### config.mk
export PLATFORM = sky130hd
export DESIGN_NAME = jump_predictor
export DESIGN_NICKNAME = d
export VERILOG_FILES = /design/src/p_jtb.sv /design/src/jtb_ifs.sv /design/src/fast_adder_2.sv /design/src/jtb_hit_select.sv /design/src/jtb_update_ctrl.sv /design/src/jtb_way.sv /design/src/jump_predictor.sv
export SDC_FILE = /design/constraint.sdc
export NUM_CORES = 1
export LEC_CHECK = 0
export BUFFER_PORTS_ARGS = -buffer_cell sky130_fd_sc_hd__buf_2
export CAP_MARGIN = 10
export CORE_MARGIN = 5
export CORE_UTILIZATION = 30
export CTS_CLUSTER_SIZE = 10
export DETAILED_ROUTE_END_ITERATION = 12
export SYNTH_ARGS = -nofsm -noshare
export SYNTH_HDL_FRONTEND = slang
export SYNTH_SLANG_ARGS = --single-unit
export TNS_END_PERCENT = 20
### constraint.sdc
create_clock -name s_clk_i -period 12.1 [get_ports s_clk_i]
set_input_delay 0.605 -clock s_clk_i [delete_from_list [all_inputs] [get_ports s_clk_i]]
set_output_delay 0.605 -clock s_clk_i [all_outputs]
set_load 0.01 [all_outputs]
### src/p_jtb.sv
`default_nettype none

package p_jtb;

   // jump offset field, halfword granule
   localparam int OFFSET_WIDTH = 20;               // bits of stored offset

   typedef logic signed [OFFSET_WIDTH-1:0] jtb_offset_t;   // signed offset in halfwords

   // per-way update command from the controller
   typedef enum logic [1:0] {
      JTB_IDLE  = 2'b00,                           // hold set contents
      JTB_WRITE = 2'b01,                           // store tag and entry, set valid
      JTB_CLEAR = 2'b10                            // drop valid of indexed set
   } jtb_op_e;

   // payload kept per set next to the tag
   typedef struct packed {
      logic        ualigc;                         // jump is unaligned rvc
      jtb_offset_t offset;                         // target offset
   } jtb_entry_t;

endpackage

`default_nettype wire

### src/jtb_ifs.sv
`default_nettype none

// controller to ways, with probe results flowing back
interface jtb_update_if import p_jtb::*; #(
   parameter int SETS   = 8,                      // sets per way
   parameter int WAYS   = 2,                      // number of ways
   parameter int SHARED = 8                       // upper address bits not stored
);
   localparam int IDX_W = $clog2(SETS);           // set index width
   localparam int TAG_W = 32 - IDX_W - 2 - SHARED;   // stored base tag width

   logic [IDX_W-1:0]   index;                     // set addressed by the update
   logic [TAG_W-1:0]   tag;                       // base tag of the executed jump
   jtb_entry_t         entry;                     // offset and rvc flag to store
   jtb_op_e [WAYS-1:0] op;                        // one command per way
   wire [WAYS-1:0]     probe_hit;                 // valid entry with matching tag
   wire [WAYS-1:0]     probe_valid;               // indexed set occupied

   modport ctrl (
      output index, tag, entry, op,
      input  probe_hit, probe_valid
   );

   modport way (
      input  index, tag, entry, op,
      output probe_hit, probe_valid
   );

endinterface

// ways to hit selector, fetch side
interface jtb_lookup_if import p_jtb::*; #(
   parameter int SETS   = 8,                      // sets per way
   parameter int WAYS   = 2,                      // number of ways
   parameter int SHARED = 8                       // upper address bits not stored
);
   localparam int IDX_W = $clog2(SETS);           // set index width
   localparam int TAG_W = 32 - IDX_W - 2 - SHARED;   // compared tag width

   logic [IDX_W-1:0]      fetch_index;            // set read by the fetch address
   logic [TAG_W-1:0]      fetch_tag;              // tag of the fetch address
   wire [WAYS-1:0]        hit;                    // per-way lookup hit
   wire jtb_entry_t [WAYS-1:0] entry;             // per-way indexed entry

   modport way (
      input  fetch_index, fetch_tag,
      output hit, entry
   );

   modport sel (
      output fetch_index, fetch_tag,
      input  hit, entry
   );

endinterface

`default_nettype wire

### src/fast_adder_2.sv
`default_nettype none

module fast_adder_2 import p_jtb::*; (
   input  logic [30:0] s_base_val_i,              // halfword base address
   input  jtb_offset_t s_add_val_i,               // signed halfword offset
   output logic [30:0] s_val_o                    // base plus sign-extended offset
);
   localparam int HI_W = 31 - OFFSET_WIDTH;       // bits above the offset field

   logic [OFFSET_WIDTH:0] s_sum_lo;               // low sum with carry out
   logic [HI_W-1:0]       s_hi_inc, s_hi_dec;     // precomputed upper candidates
   logic [HI_W-1:0]       s_hi;                   // selected upper part
   logic                  s_sign, s_carry;

   // low half in one ripple, upper half as carry select
   assign s_sum_lo = {1'b0, s_base_val_i[OFFSET_WIDTH-1:0]} + {1'b0, s_add_val_i};
   assign s_carry  = s_sum_lo[OFFSET_WIDTH];
   assign s_sign   = s_add_val_i[OFFSET_WIDTH-1];  // negative offset adds all ones above

   assign s_hi_inc = s_base_val_i[30:OFFSET_WIDTH] + 1'b1;
   assign s_hi_dec = s_base_val_i[30:OFFSET_WIDTH] - 1'b1;

   always_comb begin : hi_select
      case ({s_sign, s_carry})
         2'b01:   s_hi = s_hi_inc;                // positive, carry in
         2'b10:   s_hi = s_hi_dec;                // negative, no carry
         default: s_hi = s_base_val_i[30:OFFSET_WIDTH];   // carry cancels the sign
      endcase
   end

   assign s_val_o = {s_hi, s_sum_lo[OFFSET_WIDTH-1:0]};

endmodule

`default_nettype wire

### src/jtb_hit_select.sv
`default_nettype none

module jtb_hit_select import p_jtb::*; #(
   parameter int SETS   = 8,                      // sets per way
   parameter int WAYS   = 2,                      // number of ways
   parameter int SHARED = 8                       // upper address bits not stored
) (
   input  logic [30:0] s_fetch_add_i,             // halfword fetch address
   jtb_lookup_if.sel   lkp,                       // results from the ways
   output logic        s_ualigc_o,                // predicted jump is unaligned rvc
   output logic        s_pred_jump_o,             // jump fetched
   output logic [31:0] s_pred_add_o               // predicted target, byte address
);
   localparam int IDX_W = $clog2(SETS);

   jtb_entry_t  s_hit_entry;                      // entry of the hitting way
   logic        s_any_hit;
   logic [30:0] s_tadd;                           // halfword target

   // fetch address decode
   assign lkp.fetch_index = s_fetch_add_i[IDX_W:1];
   assign lkp.fetch_tag   = s_fetch_add_i[30-SHARED:IDX_W+1];

   // and-or mux, hit vector is one-hot or empty
   always_comb begin : entry_mux
      s_hit_entry = '0;
      for (int w = 0; w < WAYS; w++) begin
         s_hit_entry = s_hit_entry | (lkp.entry[w] & {$bits(jtb_entry_t){lkp.hit[w]}});
      end
   end

   assign s_any_hit = |lkp.hit;

   // aligned fetch, or unaligned with the rvc flag stored
   assign s_pred_jump_o = s_any_hit & (~s_fetch_add_i[0] | s_hit_entry.ualigc);
   assign s_ualigc_o    = s_hit_entry.ualigc;

   // ualigc selects the upper halfword of an unaligned rvc
   fast_adder_2 m_fa_tadd (
      .s_base_val_i ({s_fetch_add_i[30:1], s_hit_entry.ualigc}),
      .s_add_val_i  (s_hit_entry.offset),
      .s_val_o      (s_tadd)
   );

   assign s_pred_add_o = {s_tadd, 1'b0};          // back to byte address

   always_comb begin : hit_check
      a_hit_onehot: assert ($onehot0(lkp.hit))
         else $error("jtb_hit_select: several ways hit %b", lkp.hit);
   end

endmodule

`default_nettype wire

### src/jtb_update_ctrl.sv
`default_nettype none

module jtb_update_ctrl import p_jtb::*; #(
   parameter int SETS   = 8,                      // sets per way
   parameter int WAYS   = 2,                      // number of ways
   parameter int SHARED = 8                       // upper address bits not stored
) (
   input logic        s_clk_i,                    // clock
   input logic        s_resetn_i,                 // sync reset, active low
   input logic        s_invalidate_i,             // clear indexed set in all ways
   input logic        s_jump_update_i,            // store executed jump
   input logic        s_ualigc_i,                 // jump is unaligned rvc
   input jtb_offset_t s_jump_offset_i,            // target offset in halfwords
   input logic [31:0] s_jump_add_i,               // byte address of the jump
   jtb_update_if.ctrl upd                         // to every way
);
   localparam int IDX_W = $clog2(SETS);
   localparam int TAG_W = 32 - IDX_W - 2 - SHARED;
   localparam int VIC_W = (WAYS > 1) ? $clog2(WAYS) : 1;   // victim pointer width

   logic [VIC_W-1:0]   s_victim_q;                // global round-robin pointer
   logic [WAYS-1:0]    s_free_way;                // lowest invalid way, one-hot
   logic [WAYS-1:0]    s_sel_way;                 // way chosen for the write
   logic               s_use_victim;              // full set, no tag match
   jtb_op_e [WAYS-1:0] s_op;

   // address split, bits 1:0 and the shared top are dropped
   assign upd.index = s_jump_add_i[IDX_W+1:2];
   assign upd.tag   = s_jump_add_i[31-SHARED:IDX_W+2];
   assign upd.entry = '{ualigc: s_ualigc_i, offset: s_jump_offset_i};

   // lowest numbered invalid way wins
   always_comb begin : free_search
      s_free_way = '0;
      for (int i = WAYS - 1; i >= 0; i--) begin
         if (!upd.probe_valid[i]) begin
            s_free_way    = '0;
            s_free_way[i] = 1'b1;
         end
      end
   end

   // replacement rule: matching tag, then free way, then victim
   always_comb begin : way_select
      s_sel_way    = '0;
      s_use_victim = 1'b0;
      if (|upd.probe_hit) begin
         s_sel_way = upd.probe_hit;               // overwrite own entry
      end else if (!(&upd.probe_valid)) begin
         s_sel_way = s_free_way;
      end else begin
         s_sel_way[s_victim_q] = 1'b1;            // evict round robin
         s_use_victim          = 1'b1;
      end
   end

   // invalidate beats update
   always_comb begin : op_drive
      for (int w = 0; w < WAYS; w++) begin
         if (s_invalidate_i) begin
            s_op[w] = JTB_CLEAR;
         end else if (s_jump_update_i && s_sel_way[w]) begin
            s_op[w] = JTB_WRITE;
         end else begin
            s_op[w] = JTB_IDLE;
         end
      end
   end

   assign upd.op = s_op;

   // pointer moves only on an eviction
   always_ff @(posedge s_clk_i) begin : victim_update
      if (!s_resetn_i) begin
         s_victim_q <= '0;
      end else if (s_jump_update_i && !s_invalidate_i && s_use_victim) begin
         if (s_victim_q == VIC_W'(WAYS - 1)) begin
            s_victim_q <= '0;                     // wrap modulo ways
         end else begin
            s_victim_q <= s_victim_q + 1'b1;
         end
      end
   end

   // replacement never lets one tag live in two ways of a set
   a_probe_onehot: assert property (@(posedge s_clk_i) disable iff (!s_resetn_i)
      $onehot0(upd.probe_hit))
      else $error("jtb_update_ctrl: tag present in several ways %b", upd.probe_hit);

endmodule

`default_nettype wire

### src/jtb_way.sv
`default_nettype none

module jtb_way import p_jtb::*; #(
   parameter int WAY    = 0,                      // position of this way
   parameter int SETS   = 8,                      // sets in the way
   parameter int SHARED = 8                       // upper address bits not stored
) (
   input logic       s_clk_i,                     // clock
   input logic       s_resetn_i,                  // active low sync reset
   jtb_update_if.way upd,                         // update port from controller
   jtb_lookup_if.way lkp                          // lookup port to selector
);
   localparam int IDX_W = $clog2(SETS);
   localparam int TAG_W = 32 - IDX_W - 2 - SHARED;

   logic [SETS-1:0]  s_valid_q;                   // valid bit per set
   logic [TAG_W-1:0] s_tag_q [SETS];              // stored base tags
   jtb_entry_t       s_entry_q [SETS];            // stored offset and flag
   logic [SETS-1:0]  s_set_sel;                   // one-hot update set
   jtb_op_e          s_op;                        // command for this way
   logic [TAG_W-1:0] s_lkp_tag, s_upd_tag;        // tags read at both indices
   logic             s_lkp_valid, s_upd_valid;

   assign s_op      = upd.op[WAY];
   assign s_set_sel = SETS'(1) << upd.index;

   // per-set valid bits
   always_ff @(posedge s_clk_i) begin : valid_update
      if (!s_resetn_i) begin
         s_valid_q <= '0;                         // empty buffer
      end else begin
         case (s_op)
            JTB_CLEAR: s_valid_q <= s_valid_q & ~s_set_sel;
            JTB_WRITE: s_valid_q <= s_valid_q | s_set_sel;
            default:   s_valid_q <= s_valid_q;
         endcase
      end
   end

   // tag and payload storage
   always_ff @(posedge s_clk_i) begin : entry_write
      if (s_op == JTB_WRITE) begin
         s_tag_q[upd.index]   <= upd.tag;         // base tag of the jump
         s_entry_q[upd.index] <= upd.entry;       // offset and rvc flag
      end
   end

   // fetch side compare
   assign s_lkp_valid      = s_valid_q[lkp.fetch_index];
   assign s_lkp_tag        = s_tag_q[lkp.fetch_index];
   assign lkp.hit[WAY]     = s_lkp_valid & (s_lkp_tag == lkp.fetch_tag);
   assign lkp.entry[WAY]   = s_entry_q[lkp.fetch_index];   // read even on miss

   // update side probe for the replacement choice
   assign s_upd_valid         = s_valid_q[upd.index];
   assign s_upd_tag           = s_tag_q[upd.index];
   assign upd.probe_valid[WAY] = s_upd_valid;
   assign upd.probe_hit[WAY]   = s_upd_valid & (s_upd_tag == upd.tag);

   // command from the controller stays within the enum
   a_op_legal: assert property (@(posedge s_clk_i) disable iff (!s_resetn_i)
      s_op inside {JTB_IDLE, JTB_WRITE, JTB_CLEAR})
      else $error("jtb_way %0d: illegal op %b", WAY, s_op);

endmodule

`default_nettype wire

### src/jump_predictor.sv
`default_nettype none

module jump_predictor import p_jtb::*; #(
   parameter int SETS   = 8,                      // sets per way
   parameter int WAYS   = 2,                      // number of ways
   parameter int SHARED = 8                       // upper address bits not stored
) (
   input  logic        s_clk_i,                   // clock
   input  logic        s_resetn_i,                // sync reset, clears all entries
   input  logic        s_invalidate_i,            // clear set of s_jump_add_i
   input  logic [30:0] s_fetch_add_i,             // halfword fetch address

   input  logic        s_jump_update_i,           // store executed jump
   input  logic        s_ualigc_i,                // executed jump is unaligned rvc
   input  jtb_offset_t s_jump_offset_i,           // target offset in halfwords
   input  logic [31:0] s_jump_add_i,              // byte address of the jump

   output logic        s_ualigc_o,                // predicted jump is unaligned rvc
   output logic        s_pred_jump_o,             // jump predicted
   output logic [31:0] s_pred_add_o               // predicted target
);

   jtb_update_if #(.SETS(SETS), .WAYS(WAYS), .SHARED(SHARED)) m_upd_if ();
   jtb_lookup_if #(.SETS(SETS), .WAYS(WAYS), .SHARED(SHARED)) m_lkp_if ();

   // write side, replacement and victim pointer
   jtb_update_ctrl #(
      .SETS   (SETS),
      .WAYS   (WAYS),
      .SHARED (SHARED)
   ) m_upd_ctrl (
      .s_clk_i         (s_clk_i),
      .s_resetn_i      (s_resetn_i),
      .s_invalidate_i  (s_invalidate_i),
      .s_jump_update_i (s_jump_update_i),
      .s_ualigc_i      (s_ualigc_i),
      .s_jump_offset_i (s_jump_offset_i),
      .s_jump_add_i    (s_jump_add_i),
      .upd             (m_upd_if)
   );

   // storage, one copy per way
   for (genvar w = 0; w < WAYS; w++) begin : g_way
      jtb_way #(
         .WAY    (w),
         .SETS   (SETS),
         .SHARED (SHARED)
      ) m_way (
         .s_clk_i    (s_clk_i),
         .s_resetn_i (s_resetn_i),
         .upd        (m_upd_if),
         .lkp        (m_lkp_if)
      );
   end

   // same-cycle prediction and target
   jtb_hit_select #(
      .SETS   (SETS),
      .WAYS   (WAYS),
      .SHARED (SHARED)
   ) m_hit_sel (
      .s_fetch_add_i (s_fetch_add_i),
      .lkp           (m_lkp_if),
      .s_ualigc_o    (s_ualigc_o),
      .s_pred_jump_o (s_pred_jump_o),
      .s_pred_add_o  (s_pred_add_o)
   );

endmodule

`default_nettype wire

After elaboration in Yosys (flattened, before gate mapping)
Memory sizes are Yosys's and may differ from the RTL's.
Cells that the tools add are included.
{ "word_totals": {"ram_bits": 640, "input_bits": 88, "reg_bits": 17, "n_memories": 4, "word_cells": 80, "output_inout_bits": 34} }
{ "classes": {"reduce_logical": 11, "order_cmp": 4, "shift": 1, "addsub": 4, "mux": 28, "eq_ne": 10, "bitwise": 15} }
{ "memory_table": {"columns": ["name", "words", "word_bits", "read_ports", "rd_ports_with_merged_regs", "wr", "line_no", "source"], "rows": [
  ["g_way[0].m_way.s_entry_q", 8, 21, 1, 0, 1, "jtb_way.sv:18", "jtb_entry_t s_entry_q [SETS];"],
  ["g_way[1].m_way.s_entry_q", 8, 21, 1, 0, 1, "jtb_way.sv:18", null],
  ["g_way[0].m_way.s_tag_q", 8, 19, 2, 0, 1, "jtb_way.sv:17", "logic [TAG_W-1:0] s_tag_q [SETS];"],
  ["g_way[1].m_way.s_tag_q", 8, 19, 2, 0, 1, "jtb_way.sv:17", null]
]} }
{ "op_table": {"columns": ["operator", "count"], "rows": [
  ["$eq 19x19->1", 4],
  ["$and 21x21->21", 2],
  ["$pmux 8 s2", 2],
  ["$pmux 11 s2", 1],
  ["$add 20x20->21", 1],
  ["$or 21x21->21", 1],
  ["$and 8x8->8", 2],
  ["$or 8x8->8", 2],
  ["$mux 1", 14],
  ["$bmux 1 s3", 4],
  ["$mux 2", 6],
  ["$add 11x1->11 const B", 1],
  ["$sub 11x1->11 const B", 1],
  ["$lt 3x4->1 const B", 2],
  ["$not 8->8", 1],
  ["$shl 1x3->8 const A", 1],
  ["$eq 2x1->1 const B", 3],
  ["$eq 2x2->1 const B", 3],
  ["$and 1x1->1", 5],
  ["$logic_and 1x1->1", 5],
  ["$reduce_bool 2->1", 2],
  ["$reduce_or 2->1", 2],
  ["$lt 1x2->1 const B", 1],
  ["$reduce_and 2->1", 1],
  ["other kinds (6)", 6]
]} }

Logic depth before layout (Yosys ltp)
Gate-level depths: netlist (run 1).
{ "depth": {"word_depth": 12, "mapped_depth": 34, "ltp_nobuf": 30} }

Least setup slack after synthesis (run 1)
Ideal clock, no wire load.
{ "synth_timing": {"kind": "input port to output port", "from": "input s_fetch_add_i[1]", "to": "output s_pred_add_o[30]", "arrival_ps": 7401, "path_slack_ps": 4094, "t_required_ps": 11495, "cell_stages": 31, "n_path_buf": 5, "cell_sequence": "buf_2 buf_2 buf_2 buf_1 buf_2 mux4_2 mux2i_1 o22ai_1 ha_1 inv_1 fa_1 nor2b_1 o21ai_0 a31oi_1 a41o_1 a2111oi_0 o31ai_1 a21oi_1 nor2_1 a211oi_1 ha_1 ha_1 a21o_1 a21oi_1 o21bai_1 a21oi_1 o21bai_1 a211o_1 a31oi_1 xor2_1 o21ai_0"} }
{ "synth_between": {"elab_chain_len": 8, "elab_cells_between_ends": 19, "classes_between": "add/sub: 1; eq/ne: 4; mux: 5; bitwise: 5; memory: 4"} }
{ "synth_rtl": {"columns": ["item", "line_no", "source"], "rows": [
  ["start: declaration", "jump_predictor.sv:11", "input logic [30:0] s_fetch_add_i,"],
  ["$mem_v2 8x19 or $bmux 1 s3 (tied branches)", null, null],
  ["$eq 19x19->1 or $mux 1 (tied branches)", "jtb_way.sv:51, jtb_way.sv:49", null],
  ["$and 1x1->1", "jtb_way.sv:51", "assign lkp.hit[WAY] = s_lkp_valid & (s_lkp_tag == lkp.fetch_tag);"],
  ["$and 21x21->21", "jtb_hit_select.sv:28", "s_hit_entry = s_hit_entry | (lkp.entry[w] & {$bits(jtb_entry_t){lkp.hit[w]}});"],
  ["$or 21x21->21", "jtb_hit_select.sv:28", null],
  ["$add 20x20->21", "fast_adder_2.sv:16", "assign s_sum_lo = {1'b0, s_base_val_i[OFFSET_WIDTH-1:0]} + {1'b0, s_add_val_i};"],
  ["$eq 2x2->1 or $eq 2x1->1 (tied branches)", "fast_adder_2.sv:24", "case ({s_sign, s_carry})"],
  ["$pmux 11 s2 (*)", "fast_adder_2.sv:24", null],
  ["end: declaration", "jump_predictor.sv:20", "output logic [31:0] s_pred_add_o"]
]} }
Mark *: on every way between the ends. The rest lies on a longest branch, timed or not. The select of a mux whose other input is x is not followed.

Worst setup path in the final report (run 1)
Same ends and word-level chain as after synthesis.

==> results of run 1 <==
==> area by class of cell <==
class | count | share of cell area [%]
timing repair buffer | 144 | 2.50
inverter | 13 | 0.144
sequential | 657 | 57.6
clock inverter | 9 | 0.553
multi-input combinational | 851 | 28.6
clock buffer | 86 | 5.74
antenna | 4 | 0.0295
tap | 1287 | 4.75
==> per-layer routing <==
| metal | GRT usage (%) | up-vias |
|---|---|---|
| li1 | - | 6919 |
| met1 | 21.7 | 8727 |
| met2 | 24.1 | 609 |
| met3 | 3.34 | 127 |
| met4 | 3.78 | 10 |
| met5 | 0 | - |
==> Yosys cell counts (6+ instances only) <==
| cell | n |
|---|---|
| nand3_1 | 29 |
| a221oi_1 | 8 |
| nand4_1 | 12 |
| clkbuf_1 | 32 |
| o21ai_0 | 19 |
| buf_4 | 13 |
| o21ai_1 | 20 |
| o21a_1 | 10 |
| or3_1 | 6 |
| buf_1 | 9 |
| o22ai_1 | 38 |
| mux2i_1 | 149 |
| xnor2_1 | 58 |
| mux4_2 | 198 |
| nand2b_1 | 6 |
| nor3_1 | 12 |
| nor2_1 | 29 |
| edfxtp_1 | 640 |
| inv_1 | 10 |
| nand2_1 | 38 |
| buf_2 | 31 |
| xor2_1 | 38 |
| a22oi_1 | 9 |
| mux2_2 | 23 |
| ha_1 | 30 |
| a21o_1 | 9 |
| nor2b_1 | 10 |
| buf_6 | 7 |
| a22o_1 | 8 |
| mux2_1 | 6 |
| dfxtp_1 | 17 |
| nor4_1 | 7 |
| a21oi_1 | 20 |
==> metrics by stage <==
stage	cell area, um^2	setup slack, ns	power [uW]
finish	33900	1.57	4920
global route	33900	0.793	5080
CTS	33900	1.49	4970
detailed placement	31800	1.51	2920
global placement	31800	1.47	2920
floorplan	29700	4.09	2780
==> registers in the layout, indices dropped and copies added, names as in the netlist, named ones only <==
signal                 flops
g_way.m_way.s_tag_q      304
g_way.m_way.s_entry_q    336
m_upd_ctrl.s_victim_q      1
==> power breakdown <==
group	leakage, uW	switching [uW]	internal [uW]	total (uW)
combinational	0.00418	218	139	358
sequential	0.00590	4.40	2510	2520
clock	0.00103	883	1160	2050
==> kinds of logic after synthesis <==
group	count (synthesis)	share of synthesized area, %
flip-flops	657	65.9
multiplexers	376	21.1
AO/OA/AOI/OAI	179	4.08
AND/OR/NAND/NOR	167	2.89
buffers and inverters	105	1.80
XOR/XNOR	96	2.83
adder cells (fa/ha/maj)	32	1.40
other	1	0.0126
==> worst paths after layout <==
| check | from | to | slack (ns) | cells after the start |
|---|---|---|---|---|
| max reg2reg | g_way[0].m_way.s_tag_q[3][7]$_DFFE_PP_ | g_way[0].m_way.s_tag_q[3][3]$_DFFE_PP_ | 7.55 | 9 |
| min | s_jump_offset_i[16] | g_way[0].m_way.s_entry_q[5][16]$_DFFE_PP_ | 0.35 | 1 |
| max | s_fetch_add_i[1] | s_pred_add_o[30] | 1.57 | 32 |
| min reg2reg | flip-flop | flip-flop | 0.47 | 2 |
==> results.json, run 1 <==
{
  "outcome": "finished clean",
  "hold_violations": 0,
  "dr.pass1.iters": 5,
  "synth_top_area_share_pct": 64.7,
  "cts_tree": "done",
  "core_area_um2": 98300,
  "tightest_slew_ns": 0.990,
  "synth_edf_count": 640,
  "crit_family": "compound AO/OA/AOI/OAI gates",
  "ctsResizeCount": 0,
  "via_per_inst": 5.37,
  "grt_antenna_before_repair": 12,
  "dp.cells": 2952,
  "fin_nets": 1863,
  "setup_violations": 0,
  "start_kind": "primary input",
  "hp-class": "in2reg",
  "yosys-top-cells-area": "edfxtp_1, mux4_2, mux2i_1",
  "syn-cell-area_um2": 29700,
  "fin_cells": 3051,
  "path_class": "in2out",
  "gp_congestion": 0.820,
  "drc": 0,
  "drt_wl_total_um": 82400,
  "antenna_left": 0,
  "grt-ovfl-total": 0,
  "grt_pass1_vias": 16938,
  "fin_skew_ns": 0.0397,
  "fmax_ghz": 0.0950,
  "wl_met3_um": 6310,
  "ys_seq_area_share_pct": 65.9,
  "path_max_fanout": 71,
  "grt_usage_pct": 15.3,
  "critPathRequiredTime_ns": 11.49,
  "portBuffers": 110,
  "yosys_warnings": 0,
  "cp.arrival_ns": 9.92,
  "rows": 115,
  "layout-area-overhead-vs-synth_pct": 14.3,
  "cts_root_buf": "clkbuf_16",
  "layout_commonest_cell": "edfxtp_1",
  "vias": 16392,
  "dpl.hpwl_um": 48400,
  "synth_fp_nets": 1733,
  "initial_core_util_pct": 30.2,
  "synth-seq-cells": 657,
  "final.min_clock_period_ns": 10.53,
  "synth_cell_types": 65,
  "htreeDepth": 3,
  "cp-end-kind": "primary output",
  "met1_length_um": 35800,
  "clkSinkCount": 657,
  "seq_area_um2": 19600,
  "slowest_stage": "or4_1",
  "drtIter0Drc": 1629,
  "die_area_um2": 105000,
  "wl_per_cell_um": 27.0,
  "top_layer": "met5",
  "p_leak_uw": 0.0111,
  "hold_buffers": 0,
  "cp_num_buf_inv": 4,
  "wl_met2_um": 38300,
  "maxSlewViolCount": 0,
  "synth_cells": 1613,
  "synth_async_sr_flop_share_pct": 0,
  "ys.flop_type": "edfxtp_1",
  "clk_pin_slew_ns": 0.05,
  "timing.setup.tns_ns": 0,
  "n_fill_cell": 9199,
  "drv_cap": 0,
  "cts-buffers-inserted": 76,
  "rsz0062_at_grt": "false",
  "final_util_pct": 34.5,
  "pin_count": 122,
  "grt_pass1_wl_um": 119000,
  "post_cts_buffers": 0,
  "layout_common_cells": "edfxtp_1, mux4_2, mux2i_1",
  "layout-drive-gt1-share_pct": 27.3,
  "clockBufferDepth": 3,
  "die_w_um": 325,
  "yosysTopAreaCell": "edfxtp_1",
  "final.period_utilization_pct": 87.0,
  "cpPeakStageDelay_ns": 0.73,
  "hold_ws_ns": 0.348,
  "die_h_um": 325,
  "avgSynthCellArea_um2": 18.4,
  "p_per_area_nw_per_um2": 145,
  "clock_latency_ns": 0.63,
  "slew_headroom_pct": 34.0,
  "grt_max_degree": 87,
  "multi_input_area_um2": 9720,
  "worst_ir_drop_vdd_v": 0.0000971
}
(Power assumes the default switching activity.)
==> run 2: changes to the inputs <==
--- a/config.mk
+++ b/config.mk
@@ -7,11 +7,10 @@
 export LEC_CHECK = 0
 export BUFFER_PORTS_ARGS = -buffer_cell sky130_fd_sc_hd__buf_2
 export CAP_MARGIN = 10
-export CORE_MARGIN = 5
-export CORE_UTILIZATION = 30
 export CTS_CLUSTER_SIZE = 10
 export DETAILED_ROUTE_END_ITERATION = 12
 export SYNTH_ARGS = -nofsm -noshare
 export SYNTH_HDL_FRONTEND = slang
+export SYNTH_HIERARCHICAL = 1
 export SYNTH_SLANG_ARGS = --single-unit
 export TNS_END_PERCENT = 20
==> results.json, run 2 <==
{
  "outcome": "did not finish",
  "lastStage": "synthesis",
  "error": "ERROR: Found 48 problems in 'check -assert'.",
  "yosys_warnings": 0,
  "yosysMostFrequentCell": "edfxtp_1",
  "yosys-top-cells-area": "edfxtp_1, mux4_2, mux2i_1",
  "synth-seq-cells": 657,
  "ys.flop_type": "edfxtp_1",
  "yosysTopAreaCell": "edfxtp_1",
  "synth_async_sr_flop_share_pct": 0,
  "synth_top_area_share_pct": 61.0,
  "ys_seq_area_share_pct": 62.1,
  "synth_cell_types": 86,
  "ys_area_um2": 31500,
  "yosys-stat-cells": 1891,
  "synth_edf_count": 640,
  "ys_top_cells_by_count": "edfxtp_1, mux4_2, buf_4"
}
-- run 2: logic make-up after synthesis --
kind of cell / Yosys count / synth area share (%)
compound gates: 261 / 6.09
xor+xnor: 85 / 2.36
fa+ha+maj: 34 / 1.40
buf+inv: 227 / 4.79
flops: 657 / 62.1
mux: 379 / 19.0
other cells: 3 / 0.0357
simple gates: 245 / 4.23
